$ cat config.mk
export PLATFORM = sky130hd
export DESIGN_NAME = calc_top
export DESIGN_NICKNAME = d
export VERILOG_FILES = /design/src/source/calc_pkg.sv /design/src/source/calc_ctrl_if.sv /design/src/source/calc_alu.sv /design/src/source/operand_datapath.sv /design/src/source/calc_sequencer.sv /design/src/source/calc_top.sv
export SDC_FILE = /design/constraint.sdc
export NUM_CORES = 1
export LEC_CHECK = 0
export ABC_AREA = 1
export BUFFER_PORTS_ARGS = -buffer_cell sky130_fd_sc_hd__buf_2
export CORE_MARGIN = 4
export CORE_UTILIZATION = 61
export CTS_CLUSTER_SIZE = 25
export DETAILED_ROUTE_END_ITERATION = 10
export GPL_ROUTABILITY_DRIVEN = 0
export GPL_TIMING_DRIVEN = 0
export PLACE_DENSITY_LB_ADDON = 0.15
export SYNTH_ARGS = -nofsm -noshare
export SYNTH_HDL_FRONTEND = slang
export SYNTH_SLANG_ARGS = --single-unit
export TNS_END_PERCENT = 30
$ cat constraint.sdc
create_clock -name clk -period 37.9 [get_ports clk]
set_input_delay 1.895 -clock clk [delete_from_list [all_inputs] [get_ports clk]]
set_output_delay 1.895 -clock clk [all_outputs]
set_load 0.02 [all_outputs]
$ cat src/source/calc_pkg.sv
package calc_pkg;

  localparam int DATA_W  = 16;  // Operand and result width
  localparam int DIGIT_W = 4;   // One hex digit and also the shift per digit
  localparam int KEY_W   = 5;   // Kind bit plus four value bits

  typedef logic [DATA_W-1:0] data_t;

  // Function keys 0 to 3 carry the operation code directly
  typedef enum logic [1:0] {
    OP_ADD = 2'd0,
    OP_SUB = 2'd1,
    OP_MUL = 2'd2,
    OP_DIV = 2'd3
  } op_t;

  localparam logic [DIGIT_W-1:0] KEY_NEG = 4'd4;  // Negate the value being entered
  localparam logic [DIGIT_W-1:0] KEY_EQ  = 4'd5;  // Equals
  localparam logic [DIGIT_W-1:0] KEY_AC  = 4'd6;  // All clear

  typedef struct packed {
    logic               is_func;  // Zero for a digit key
    logic [DIGIT_W-1:0] value;    // Hex digit 0 to F
  } digit_key_t;

  typedef struct packed {
    logic               is_func;  // One for a function key
    logic [DIGIT_W-1:0] code;     // Operation or control code
  } func_key_t;

  // The same key word read as a digit or as a function
  typedef union packed {
    digit_key_t digit;
    func_key_t  func;
  } key_code_t;

endpackage

$ cat src/source/calc_ctrl_if.sv
`timescale 1ns/1ns

interface calc_ctrl_if;

  logic                           clear;        // Zero both registers and flags
  logic                           load_digit;   // Shift in one digit
  logic [calc_pkg::DIGIT_W-1:0]   digit;
  logic                           target_b;     // Load and negate act on B when set
  logic                           negate;       // Two's complement of the target
  logic                           take_result;  // A takes the ALU result
  calc_pkg::data_t                result;
  logic                           copy_a_to_b;  // For A op A on equals
  logic                           clear_b;      // Zero B, its flag and b_entered

  calc_pkg::data_t                reg_a;
  calc_pkg::data_t                reg_b;
  logic                           b_entered;    // At least one digit went into B

  modport seq (
    output clear, load_digit, digit, target_b, negate,
    output take_result, result, copy_a_to_b, clear_b,
    input  reg_a, reg_b, b_entered
  );

  modport dp (
    input  clear, load_digit, digit, target_b, negate,
    input  take_result, result, copy_a_to_b, clear_b,
    output reg_a, reg_b, b_entered
  );

endinterface

$ cat src/source/calc_alu.sv
`timescale 1ns/1ns

module calc_alu (
  input  logic            clk,
  input  logic            rst_n,
  input  logic            i_start,
  input  calc_pkg::op_t   i_op,
  input  calc_pkg::data_t i_a,
  input  calc_pkg::data_t i_b,
  input  logic            i_signed,
  output logic            o_done,
  output calc_pkg::data_t o_result,
  output logic            o_div_zero
);

  localparam int MSB = calc_pkg::DATA_W - 1;

  calc_pkg::data_t mag_a;
  calc_pkg::data_t mag_b;
  calc_pkg::data_t quot;
  calc_pkg::data_t div_res;
  calc_pkg::data_t result;
  logic            b_zero;

  assign b_zero = (i_b == '0);

  // Signed divide works on magnitudes so it truncates toward zero
  assign mag_a   = (i_signed && i_a[MSB]) ? -i_a : i_a;
  assign mag_b   = (i_signed && i_b[MSB]) ? -i_b : i_b;
  assign quot    = b_zero ? '0 : (mag_a / mag_b);
  assign div_res = (i_signed && (i_a[MSB] ^ i_b[MSB])) ? -quot : quot;

  // Add, subtract and the low half of a product are the same in both modes
  always_comb
  begin
    case (i_op)
      calc_pkg::OP_ADD: result = i_a + i_b;
      calc_pkg::OP_SUB: result = i_a - i_b;
      calc_pkg::OP_MUL: result = i_a * i_b;
      default:          result = div_res;
    endcase
  end

  always_ff @(posedge clk or negedge rst_n)
  begin
    if (!rst_n)
    begin
      o_done     <= 1'b0;
      o_div_zero <= 1'b0;
    end
    else
    begin
      o_done     <= i_start;
      o_div_zero <= i_start && (i_op == calc_pkg::OP_DIV) && b_zero;
    end
  end

  always_ff @(posedge clk)
  begin
    if (i_start)
    begin
      o_result <= result;
    end
  end

  // Each start is a single strobe answered by o_done on the next cycle
  assert property (@(posedge clk) disable iff (!rst_n) i_start |=> o_done && !i_start);

endmodule

$ cat src/source/operand_datapath.sv
`timescale 1ns/1ns

module operand_datapath (
  input  logic    clk,
  input  logic    rst_n,
  calc_ctrl_if.dp ctrl
);

  localparam int DATA_W  = calc_pkg::DATA_W;
  localparam int DIGIT_W = calc_pkg::DIGIT_W;

  calc_pkg::data_t reg_a;
  calc_pkg::data_t reg_b;
  logic            neg_a;      // A is being entered as a negative number
  logic            neg_b;
  logic            b_entered;

  calc_pkg::data_t base;       // Register the adder works on
  logic            base_neg;
  calc_pkg::data_t digit_ext;
  calc_pkg::data_t add_a;
  calc_pkg::data_t add_b;
  logic            add_cin;
  calc_pkg::data_t add_sum;
  logic            use_a;
  logic            use_b;

  assign use_a = (ctrl.load_digit || ctrl.negate) && !ctrl.target_b;
  assign use_b = (ctrl.load_digit || ctrl.negate) && ctrl.target_b;

  // One adder serves both shift-plus-or-minus-digit and negate
  always_comb
  begin
    base      = ctrl.target_b ? reg_b : reg_a;
    base_neg  = ctrl.target_b ? neg_b : neg_a;
    digit_ext = {{(DATA_W - DIGIT_W){1'b0}}, ctrl.digit};
    if (ctrl.clear)
    begin
      base     = '0;  // Digit lands on a freshly cleared register
      base_neg = 1'b0;
    end
    if (ctrl.negate)
    begin
      add_a   = ~base;
      add_b   = '0;
      add_cin = 1'b1;
    end
    else
    begin
      add_a   = {base[DATA_W-DIGIT_W-1:0], {DIGIT_W{1'b0}}};
      add_b   = base_neg ? ~digit_ext : digit_ext;  // Subtracting is adding the inverse plus one
      add_cin = base_neg;
    end
  end

  assign add_sum = add_a + add_b + {{(DATA_W - 1){1'b0}}, add_cin};

  always_ff @(posedge clk or negedge rst_n)
  begin
    if (!rst_n)
    begin
      reg_a     <= '0;
      reg_b     <= '0;
      neg_a     <= 1'b0;
      neg_b     <= 1'b0;
      b_entered <= 1'b0;
    end
    else
    begin
      if (use_a)
      begin
        reg_a <= add_sum;
      end
      else if (ctrl.clear)
      begin
        reg_a <= '0;
      end
      else if (ctrl.take_result)
      begin
        reg_a <= ctrl.result;
      end

      if (ctrl.clear || ctrl.clear_b)
      begin
        reg_b     <= '0;
        neg_b     <= 1'b0;
        b_entered <= 1'b0;
      end
      else
      begin
        if (use_b)
        begin
          reg_b <= add_sum;
        end
        else if (ctrl.copy_a_to_b)
        begin
          reg_b <= reg_a;
        end
        if (ctrl.negate && ctrl.target_b)
        begin
          neg_b <= ~neg_b;
        end
        if (ctrl.load_digit && ctrl.target_b)
        begin
          b_entered <= 1'b1;
        end
      end

      if (ctrl.clear)
      begin
        neg_a <= 1'b0;
      end
      else if (ctrl.negate && !ctrl.target_b)
      begin
        neg_a <= ~neg_a;
      end
    end
  end

  assign ctrl.reg_a     = reg_a;
  assign ctrl.reg_b     = reg_b;
  assign ctrl.b_entered = b_entered;

  // The sequencer never asks the adder and the result path for two things at once
  assert property (@(posedge clk) disable iff (!rst_n)
    $onehot0({ctrl.load_digit, ctrl.negate, ctrl.take_result}));

endmodule

$ cat src/source/calc_sequencer.sv
`timescale 1ns/1ns

module calc_sequencer (
  input  logic                clk,
  input  logic                rst_n,
  input  calc_pkg::key_code_t i_key,
  input  logic                i_key_valid,
  output logic                o_key_ready,
  input  logic                i_signed_mode,
  calc_ctrl_if.seq            ctrl,
  output logic                o_alu_start,
  output calc_pkg::op_t       o_alu_op,
  input  logic                i_alu_done,
  input  calc_pkg::data_t     i_alu_result,
  input  logic                i_alu_div_zero,
  output calc_pkg::data_t     o_disp_data,
  output logic                o_disp_valid,
  input  logic                i_disp_ready,
  output logic [3:0]          o_op_lamps,
  output logic                o_error
);

  typedef enum logic [2:0] {
    S_WAIT_A,   // Entering the first operand
    S_WAIT_B,   // Entering the second operand while an operation is pending
    S_WAIT_EQ,  // Result of equals on show
    S_CALC,
    S_ALU,
    S_SHOW,
    S_DISP,
    S_ERROR
  } state_t;

  state_t              state;
  state_t              ret_state;  // Wait state to return to after the display
  logic                pending;
  calc_pkg::op_t       cur_op;
  logic                show_b;
  calc_pkg::key_code_t key_q;      // Operator or equals that started a calculation
  calc_pkg::data_t     disp_q;

  logic key_fire;
  logic live;                      // Accepting more than all clear
  logic is_op;
  logic do_digit;
  logic do_op;
  logic do_neg;
  logic do_eq;
  logic do_ac;
  logic do_calc;
  logic alu_ok;

  assign o_key_ready = (state == S_WAIT_A) || (state == S_WAIT_B) ||
                       (state == S_WAIT_EQ) || (state == S_ERROR);
  assign key_fire    = i_key_valid && o_key_ready;
  assign live        = key_fire && (state != S_ERROR);

  // Codes 0 to 3 are the operations themselves
  assign is_op    = i_key.func.is_func && (i_key.func.code[3:2] == 2'b00);
  assign do_digit = live && !i_key.digit.is_func;
  assign do_op    = live && is_op;
  assign do_neg   = live && i_key.func.is_func && (i_key.func.code == calc_pkg::KEY_NEG) &&
                    i_signed_mode;
  assign do_eq    = live && i_key.func.is_func && (i_key.func.code == calc_pkg::KEY_EQ) &&
                    (state == S_WAIT_B);
  assign do_ac    = key_fire && i_key.func.is_func && (i_key.func.code == calc_pkg::KEY_AC);
  assign do_calc  = do_eq || (do_op && (state == S_WAIT_B) && ctrl.b_entered);
  assign alu_ok   = (state == S_ALU) && i_alu_done && !i_alu_div_zero;

  // A digit after equals clears and loads in the same cycle
  assign ctrl.clear       = do_ac || (do_digit && (state == S_WAIT_EQ));
  assign ctrl.load_digit  = do_digit;
  assign ctrl.digit       = i_key.digit.value;
  assign ctrl.target_b    = (state == S_WAIT_B);
  assign ctrl.negate      = do_neg;
  assign ctrl.copy_a_to_b = do_eq && !ctrl.b_entered;
  assign ctrl.take_result = alu_ok;
  assign ctrl.clear_b     = alu_ok;  // B is used up by every calculation
  assign ctrl.result      = i_alu_result;

  assign o_alu_start  = (state == S_CALC);
  assign o_alu_op     = cur_op;
  assign o_disp_data  = disp_q;
  assign o_disp_valid = (state == S_DISP);
  assign o_op_lamps   = pending ? (4'b0001 << cur_op) : 4'b0000;
  assign o_error      = (state == S_ERROR);

  always_ff @(posedge clk or negedge rst_n)
  begin
    if (!rst_n)
    begin
      state     <= S_SHOW;  // Reset shows the cleared A like all clear
      ret_state <= S_WAIT_A;
      pending   <= 1'b0;
      cur_op    <= calc_pkg::OP_ADD;
      show_b    <= 1'b0;
    end
    else
    begin
      case (state)
        S_WAIT_A, S_WAIT_B, S_WAIT_EQ, S_ERROR:
        begin
          if (do_ac)
          begin
            pending   <= 1'b0;
            show_b    <= 1'b0;
            ret_state <= S_WAIT_A;
            state     <= S_SHOW;
          end
          else if (do_calc)
          begin
            state <= S_CALC;
          end
          else if (do_op)
          begin
            pending   <= 1'b1;  // Replaces the pending operation when B is empty
            cur_op    <= calc_pkg::op_t'(i_key.func.code[1:0]);
            show_b    <= 1'b0;
            ret_state <= S_WAIT_B;
            state     <= S_SHOW;
          end
          else if (do_digit)
          begin
            show_b    <= (state == S_WAIT_B);
            ret_state <= (state == S_WAIT_B) ? S_WAIT_B : S_WAIT_A;
            state     <= S_SHOW;
          end
          else if (do_neg)
          begin
            show_b    <= (state == S_WAIT_B);
            ret_state <= state;
            state     <= S_SHOW;
          end
        end
        S_CALC:
        begin
          state <= S_ALU;
        end
        S_ALU:
        begin
          if (i_alu_done && i_alu_div_zero)
          begin
            pending <= 1'b0;
            state   <= S_ERROR;
          end
          else if (i_alu_done)
          begin
            show_b <= 1'b0;
            state  <= S_SHOW;
            if (key_q.func.code == calc_pkg::KEY_EQ)
            begin
              pending   <= 1'b0;
              ret_state <= S_WAIT_EQ;
            end
            else
            begin
              cur_op    <= calc_pkg::op_t'(key_q.func.code[1:0]);  // Chained operator
              ret_state <= S_WAIT_B;
            end
          end
        end
        S_SHOW:
        begin
          state <= S_DISP;
        end
        S_DISP:
        begin
          if (i_disp_ready)
          begin
            state <= ret_state;
          end
        end
        default:
        begin
          state <= S_SHOW;
        end
      endcase
    end
  end

  always_ff @(posedge clk)
  begin
    if (key_fire)
    begin
      key_q <= i_key;
    end
    if (state == S_SHOW)
    begin
      disp_q <= show_b ? ctrl.reg_b : ctrl.reg_a;
    end
  end

  // The receiver may sample the word on any cycle of the wait
  assert property (@(posedge clk) disable iff (!rst_n)
    o_disp_valid && !i_disp_ready |=> o_disp_valid && $stable(o_disp_data));

endmodule

$ cat src/source/calc_top.sv
`timescale 1ns/1ns

module calc_top (
  input  logic                       clk,
  input  logic                       rst_n,
  input  logic [calc_pkg::KEY_W-1:0] i_key,
  input  logic                       i_key_valid,
  output logic                       o_key_ready,
  input  logic                       i_signed_mode,
  output calc_pkg::data_t            o_disp_data,
  output logic                       o_disp_valid,
  input  logic                       i_disp_ready,
  output logic [3:0]                 o_op_lamps,
  output logic                       o_error
);

  calc_ctrl_if ctrl ();

  logic            alu_start;
  calc_pkg::op_t   alu_op;
  logic            alu_done;
  calc_pkg::data_t alu_result;
  logic            alu_div_zero;

  calc_sequencer i_sequencer (
    .clk            (clk),
    .rst_n          (rst_n),
    .i_key          (i_key),
    .i_key_valid    (i_key_valid),
    .o_key_ready    (o_key_ready),
    .i_signed_mode  (i_signed_mode),
    .ctrl           (ctrl.seq),
    .o_alu_start    (alu_start),
    .o_alu_op       (alu_op),
    .i_alu_done     (alu_done),
    .i_alu_result   (alu_result),
    .i_alu_div_zero (alu_div_zero),
    .o_disp_data    (o_disp_data),
    .o_disp_valid   (o_disp_valid),
    .i_disp_ready   (i_disp_ready),
    .o_op_lamps     (o_op_lamps),
    .o_error        (o_error)
  );

  operand_datapath i_datapath (
    .clk   (clk),
    .rst_n (rst_n),
    .ctrl  (ctrl.dp)
  );

  // The ALU reads the operands straight from the datapath registers
  calc_alu i_alu (
    .clk        (clk),
    .rst_n      (rst_n),
    .i_start    (alu_start),
    .i_op       (alu_op),
    .i_a        (ctrl.reg_a),
    .i_b        (ctrl.reg_b),
    .i_signed   (i_signed_mode),
    .o_done     (alu_done),
    .o_result   (alu_result),
    .o_div_zero (alu_div_zero)
  );

endmodule

==> results_dict.tcl, run 1 <==
set metrics [dict create \
    hpwl_um 44500 \
    cts_hold_buffers 0 \
    yosys_warnings 0 \
    postLayoutCoreUtil_pct 66.1 \
    io_pins 33 \
    post-cts-setup-buffers 0 \
    min_to "i_datapath.neg_a" \
    reg2reg_slack_ns 3.99 \
    row_count 61 \
    synthFlopType "dfrtp_1" \
    hold_depth 1 \
    synth_cells 2631 \
    syn_area_um2 17600 \
    crit_cells 248 \
    dr.pass1.iters 10 \
    hp-start "i_datapath.neg_a" \
    clk_latency_ns 0.36 \
    max_freq_mhz 29.1 \
    placed_area_um2 18300 \
    drcViolationCount 0 \
    max_cap_viol_count 0 \
    fillCellCount 2510 \
    n_antenna_cell 0 \
    initial_utilization_pct 62.6 \
    drive_above_1_share_pct 9.29 \
    synth_top_cell_area_share_pct 15.4 \
    cts.sinks 83 \
    final_area_um2 18600 \
    max-clock-path-buffers 2 \
    r2r_end "i_alu.o_result[14]" \
    cpLargestDelayFamily "simple AND/OR/NAND/NOR gates" \
    synthArstFlopShare_pct 56.6 \
    cp.arrival_ns 34.47 \
    synth_cell_type_count 67 \
    end_kind "flip-flop" \
    numCtsBuffers 9 \
    grt_pass1_vias 17500 \
    synth_edf_count 36 \
    critPathKind "in -> reg" \
    seq_area_frac_synth_pct 12.8 \
    avgRoutedWirePerCell_um 18.2 \
    hold_viol_final 0 \
    vias_per_cell 5.92 \
    crit_top_cell "nand2_1" \
    grt_pass1_wl_um 89500 \
    rsz0062_at_grt "no" \
    grt_overflow 0 \
    synth_area_leaders "ha_1, nand2_1, fa_1" \
    area_growth_pct 5.63 \
    grtUsageTotal_pct 35.4 \
    setup_slack_ns 3.56 \
    cts_resized 0 \
    ys_seq_elements 83 \
    setup_tns_ns 0 \
    maxSlewViolCount 0 \
    die_y_um 178 \
    hold_path.class "reg -> reg" \
    critPathBufInv 29 \
    h-tree-depth 3 \
    via_count 18100 \
    slowest_delay_ns 0.48 \
    setup_viol 0 \
    dieArea_um2 31700 \
    syn_area_per_cell_um2 6.70 \
    synth_top_area_cell "ha_1" \
    wl_um 55700 \
    antenna_left 0 \
    cts_tree "yes" \
    regArea_um2 2260 \
    nets 2986 \
    post-route-period-util_pct 90.6 \
    multi_input_area_um2 13200 \
    ff2ff_path_depth 251 \
    fin_crit_ns 34.34 \
    reg2reg_from "i_datapath.ctrl.reg_b[0]" \
    antenna_found_initial 0 \
    crit_required_ns 38.02 \
    pre_cts_slack_ns 3.72 \
    cp_max_fo 13 \
    drtIter0Drc 2009 \
    outcome "finished, final reports clean" \
    clock_skew_ns 0.0118 \
    die_x_um 178 \
    grt_max_degree 48 \
    cp_slowest_cell "o21ai_0" \
    cp-start-kind "input port" \
    path_clk_slew_ns 0.07 \
    worstMarginPinSlew_ns 1.17 \
    root_buffer "clkbuf_16" \
    slew_headroom_pct 21.9 \
    syn_nets 2941 \
    core_um2 28200 \
    port_buffers 32 \
]
metal layers:
metal / GRT usage (%) / vias up / share of wire (%)
met3: 8.31 / 266 / 11
met4: 17.0 / 0 / 6.0
li1: - / 8583 / -
met1: 46.7 / 8223 / 40
met5: 0 / - / 0
met2: 54.8 / 1037 / 43
placed cells by master (no fill, tap or decap), types with 13 or more instances in the layout:
cell / synthesis / layout
a31oi_1: 21 / 21
edfxtp_1: 36 / 36
a21oi_1: 118 / 118
xor2_1: 78 / 78
fa_1: 83 / 83
or2_2: 31 / 31
xnor2_1: 47 / 47
dfrtp_1: 45 / 45
nand2_2: 37 / 38
inv_2: 14 / 14
o21ai_0: 121 / 121
nand3_1: 150 / 150
nor3_1: 22 / 22
buf_6: 12 / 13
o21ai_2: 29 / 29
inv_1: 439 / 439
nand4_1: 18 / 18
ha_1: 217 / 217
o22ai_1: 19 / 19
buf_2: 11 / 43
nor2_1: 173 / 172
o21bai_1: 22 / 22
nand2_1: 652 / 651
o211ai_1: 17 / 17
o21ai_1: 28 / 27
clkbuf_1: 49 / 49
nand3_2: 14 / 14
final cells by class:
type | instances | area share, %
Clock buffer | 10 | 1.28
Sequential cell | 83 | 12.1
Inverter | 459 | 9.30
Clock inverter | 6 | 0.410
Timing Repair Buffer | 34 | 1.00
Tap cell | 378 | 2.54
Multi-Input combinational cell | 2007 | 71.0
Buffer | 82 | 2.33
how the worst max path moves through the flow:
stage | startpoint | end | slack [ns]
2_1_floorplan | i_signed_mode | i_alu.o_result[14] | 9.08
3_3_place_gp | i_signed_mode | i_alu.o_result[14] | 4.03
3_5_place_dp | i_signed_mode | i_alu.o_result[14] | 3.72
4_1_cts | i_signed_mode | i_alu.o_result[14] | 3.96
5_1_grt | i_signed_mode | i_alu.o_result[14] | 0.05
6_report | i_signed_mode | i_alu.o_result[14] | 3.56
state kept, by name (all words and copies together) (netlist names), 2 cells and up:
name                     flops
i_alu.o_result              16
i_sequencer.key_q            4
i_sequencer.o_alu_op         2
i_sequencer.o_disp_data     16
i_sequencer.ret_state        3
i_datapath.ctrl.reg_a       16
i_sequencer.state            3
i_datapath.ctrl.reg_b       16
per-stage QoR:
step                      cells  hold slack [ns]
final                      3059            0.472
after global routing       3059            0.491
after CTS                  3059            0.467
after detailed placement   3043            0.457
after global placement     3041            0.453
after floorplan            2631            0.434
worst register-to-register path: cells and delay by family, from the launching register on:
| family | cells | cell delay (ns) |
|---|---|---|
| AND/OR/NAND/NOR | 139 | 13.21 |
| adder cells (fa/ha/maj) | 17 | 5.39 |
| flip-flops | 1 | 0.43 |
| AO/OA/AOI/OAI | 67 | 10.94 |
| buffers and inverters | 28 | 3.71 |
cell usage after synthesis, drive strengths merged (9+ instances only):
| library cell | instances |
|---|---|
| xor2 | 78 |
| xnor2 | 47 |
| a31oi | 22 |
| buf | 30 |
| fa | 83 |
| o211ai | 17 |
| dfrtp | 45 |
| nor2 | 188 |
| o21ai | 178 |
| o21a | 9 |
| clkbuf | 52 |
| o22ai | 19 |
| nor3 | 26 |
| nand2 | 696 |
| a21o | 10 |
| ha | 217 |
| inv | 456 |
| edfxtp | 36 |
| nand4 | 18 |
| a21oi | 121 |
| o21bai | 23 |
| nand3 | 166 |
| or2 | 32 |
| o221ai | 9 |
logic make-up (layout without fill, tap and decap cells):
kind of cell             after synthesis  count (layout)  synth area share, %
XOR/XNOR                             125             125                 6.21
AO/OA/AOI/OAI                        435             435                 14.9
multiplexers                           1               1               0.0639
AND/OR/NAND/NOR                     1146            1146                 28.9
adder cells (fa/ha/maj)              300             300                 24.8
flip-flops                            83              83                 12.8
buffers and inverters                541             591                 12.3
Power of run 1 is left out: the tool's default activity adds up to more than one toggle a clock period on the data nets, which glitch-free logic cannot reach.
==> run 2, diff against run 1 <==
--- a/config.mk
+++ b/config.mk
@@ -12,7 +12,6 @@
 export CTS_CLUSTER_SIZE = 25
 export DETAILED_ROUTE_END_ITERATION = 10
 export GPL_ROUTABILITY_DRIVEN = 0
-export GPL_TIMING_DRIVEN = 0
 export PLACE_DENSITY_LB_ADDON = 0.15
 export SYNTH_ARGS = -nofsm -noshare
 export SYNTH_HDL_FRONTEND = slang
==> results_dict.tcl, run 2 (synthesized netlist as in run 1, its figures left out) <==
set metrics [dict create \
    outcome "finished, final reports clean" \
    cts_tree "yes" \
    drtIter0Drc 1545 \
    reg2reg_slack_ns 4.55 \
    slew_headroom_pct 28.8 \
    initial_utilization_pct 62.6 \
    nets 2923 \
    n_antenna_cell 0 \
    post-route-period-util_pct 89.2 \
    critPathKind "in -> reg" \
    use_met1_pct 42.9 \
    core_um2 28200 \
    setup_viol 0 \
    final_cells 2996 \
    hold_viol_final 0 \
    die_y_um 178 \
    row_count 61 \
    setup_tns_ns 0 \
    final_cell_mix "nand2_1, inv_1, ha_1, nor2_1, nand3_1" \
    max-clock-path-buffers 2 \
    grtUsageTotal_pct 33.6 \
    rsz0062_at_grt "no" \
    cpLargestDelayFamily "simple AND/OR/NAND/NOR gates" \
    end_kind "flip-flop" \
    port_buffers 32 \
    grt_pass1_vias 16700 \
    critPathBufInv 21 \
    root_buffer "clkbuf_16" \
    cts_hold_buffers 0 \
    crit_end "i_alu.o_result[14]" \
    cp_slowest_cell "nand2_1" \
    hold_path.class "reg -> reg" \
    grt_pass1_wl_um 84800 \
    reg2reg_from "i_datapath.ctrl.reg_b[5]" \
    cp-startpoint "i_signed_mode" \
    cp-start-kind "input port" \
    met3_usage_pct 5.83 \
    numCtsBuffers 9 \
    ff2ff_path_depth 239 \
    grt-busiest-layer "met2" \
    use_met2_pct 55.9 \
    crit_top_cell "nand2_1" \
    worstMarginPinSlew_ns 1.06 \
    antenna_found_initial 0 \
    r2r_end "i_alu.o_result[14]" \
    avgRoutedWirePerCell_um 17.7 \
    grt_max_degree 48 \
    fin_crit_ns 33.79 \
    wl_um 53100 \
    crit_required_ns 37.98 \
    cts.sinks 83 \
    cp_max_fo 26 \
    io_pins 33 \
    dr.pass1.iters 6 \
    drive_above_1_share_pct 8.94 \
    max_cap_viol_count 0 \
    grt_overflow 0 \
    hpwl_um 41300 \
    h-tree-depth 3 \
    crit_cells 238 \
    via_count 17500 \
    fillCellCount 2549 \
    area_growth_pct 3.82 \
    antenna_left 0 \
    slowest_delay_ns 0.54 \
    path_clk_slew_ns 0.06 \
    vias_per_cell 5.84 \
    die_x_um 178 \
    max_freq_mhz 29.6 \
    maxSlewViolCount 0 \
    cp.arrival_ns 33.87 \
    dp_cells 2980 \
    final_common_cell "nand2_1" \
    drcViolationCount 0 \
    dieArea_um2 31700 \
    clock_skew_ns 0.00749 \
    clk_latency_ns 0.35 \
]
[run 2: worst min path at each step]
stage,startpoint,end,slack [ns],cells after the start
final,i_datapath.neg_a,i_datapath.neg_a,0.46,1
after global routing,i_datapath.neg_a,i_datapath.neg_a,0.50,1
after CTS,i_datapath.neg_a,i_datapath.neg_a,0.46,1
after detailed placement,i_datapath.neg_a,i_datapath.neg_a,0.46,1
after global placement,i_datapath.neg_a,i_datapath.neg_a,0.45,1
after floorplan,i_datapath.neg_a,i_datapath.neg_a,0.43,1
[run 2: metrics by stage]
stage	instance area, um2	util [%]	hold slack [ns]	worst slack, ns
2_1_floorplan	17600	-	0.434	9.08
3_3_place_gp	18000	63.9	0.453	5.33
3_5_place_dp	18000	63.9	0.457	3.58
4_1_cts	18300	65.0	0.465	3.89
5_1_grt	18300	65.0	0.502	0.192
6_report	18300	65.0	0.461	4.11
[run 2: timing repair]
item | in CTS | in global routing
setup endpoints to repair | 0 | 13
gates resized for setup | 0 | 2
buffers inserted | 0 | 0
[run 2: routing by layer]
layer	vias to the layer above	share of wire, %
met5	-	0
met3	216	9.7
met4	0	5.6
met1	7991	39
li1	8437	-
met2	864	45
[run 2: layout make-up]
cell class / count / area, um2 / area share [%]
timing repair buffer: 53 / 318 / 1.74
clock buffer: 14 / 290 / 1.59
sequential: 83 / 2260 / 12.3
multi-input combinational: 2007 / 13200 / 72.2
tap: 378 / 473 / 2.58
inverter: 459 / 1730 / 9.47
clock inverter: 2 / 16.3 / 0.0889
[run 2: worst register-to-register path, delay by kind of cell, from the launching register on]
kind | cells | cell delay (ns)
AO/OA/AOI/OAI | 70 | 11.08
buffers and inverters | 20 | 1.83
flip-flops | 1 | 1.02
adder cells (fa/ha/maj) | 16 | 5.02
AND/OR/NAND/NOR | 133 | 14.12
Power of run 2 is left out for the same reason.
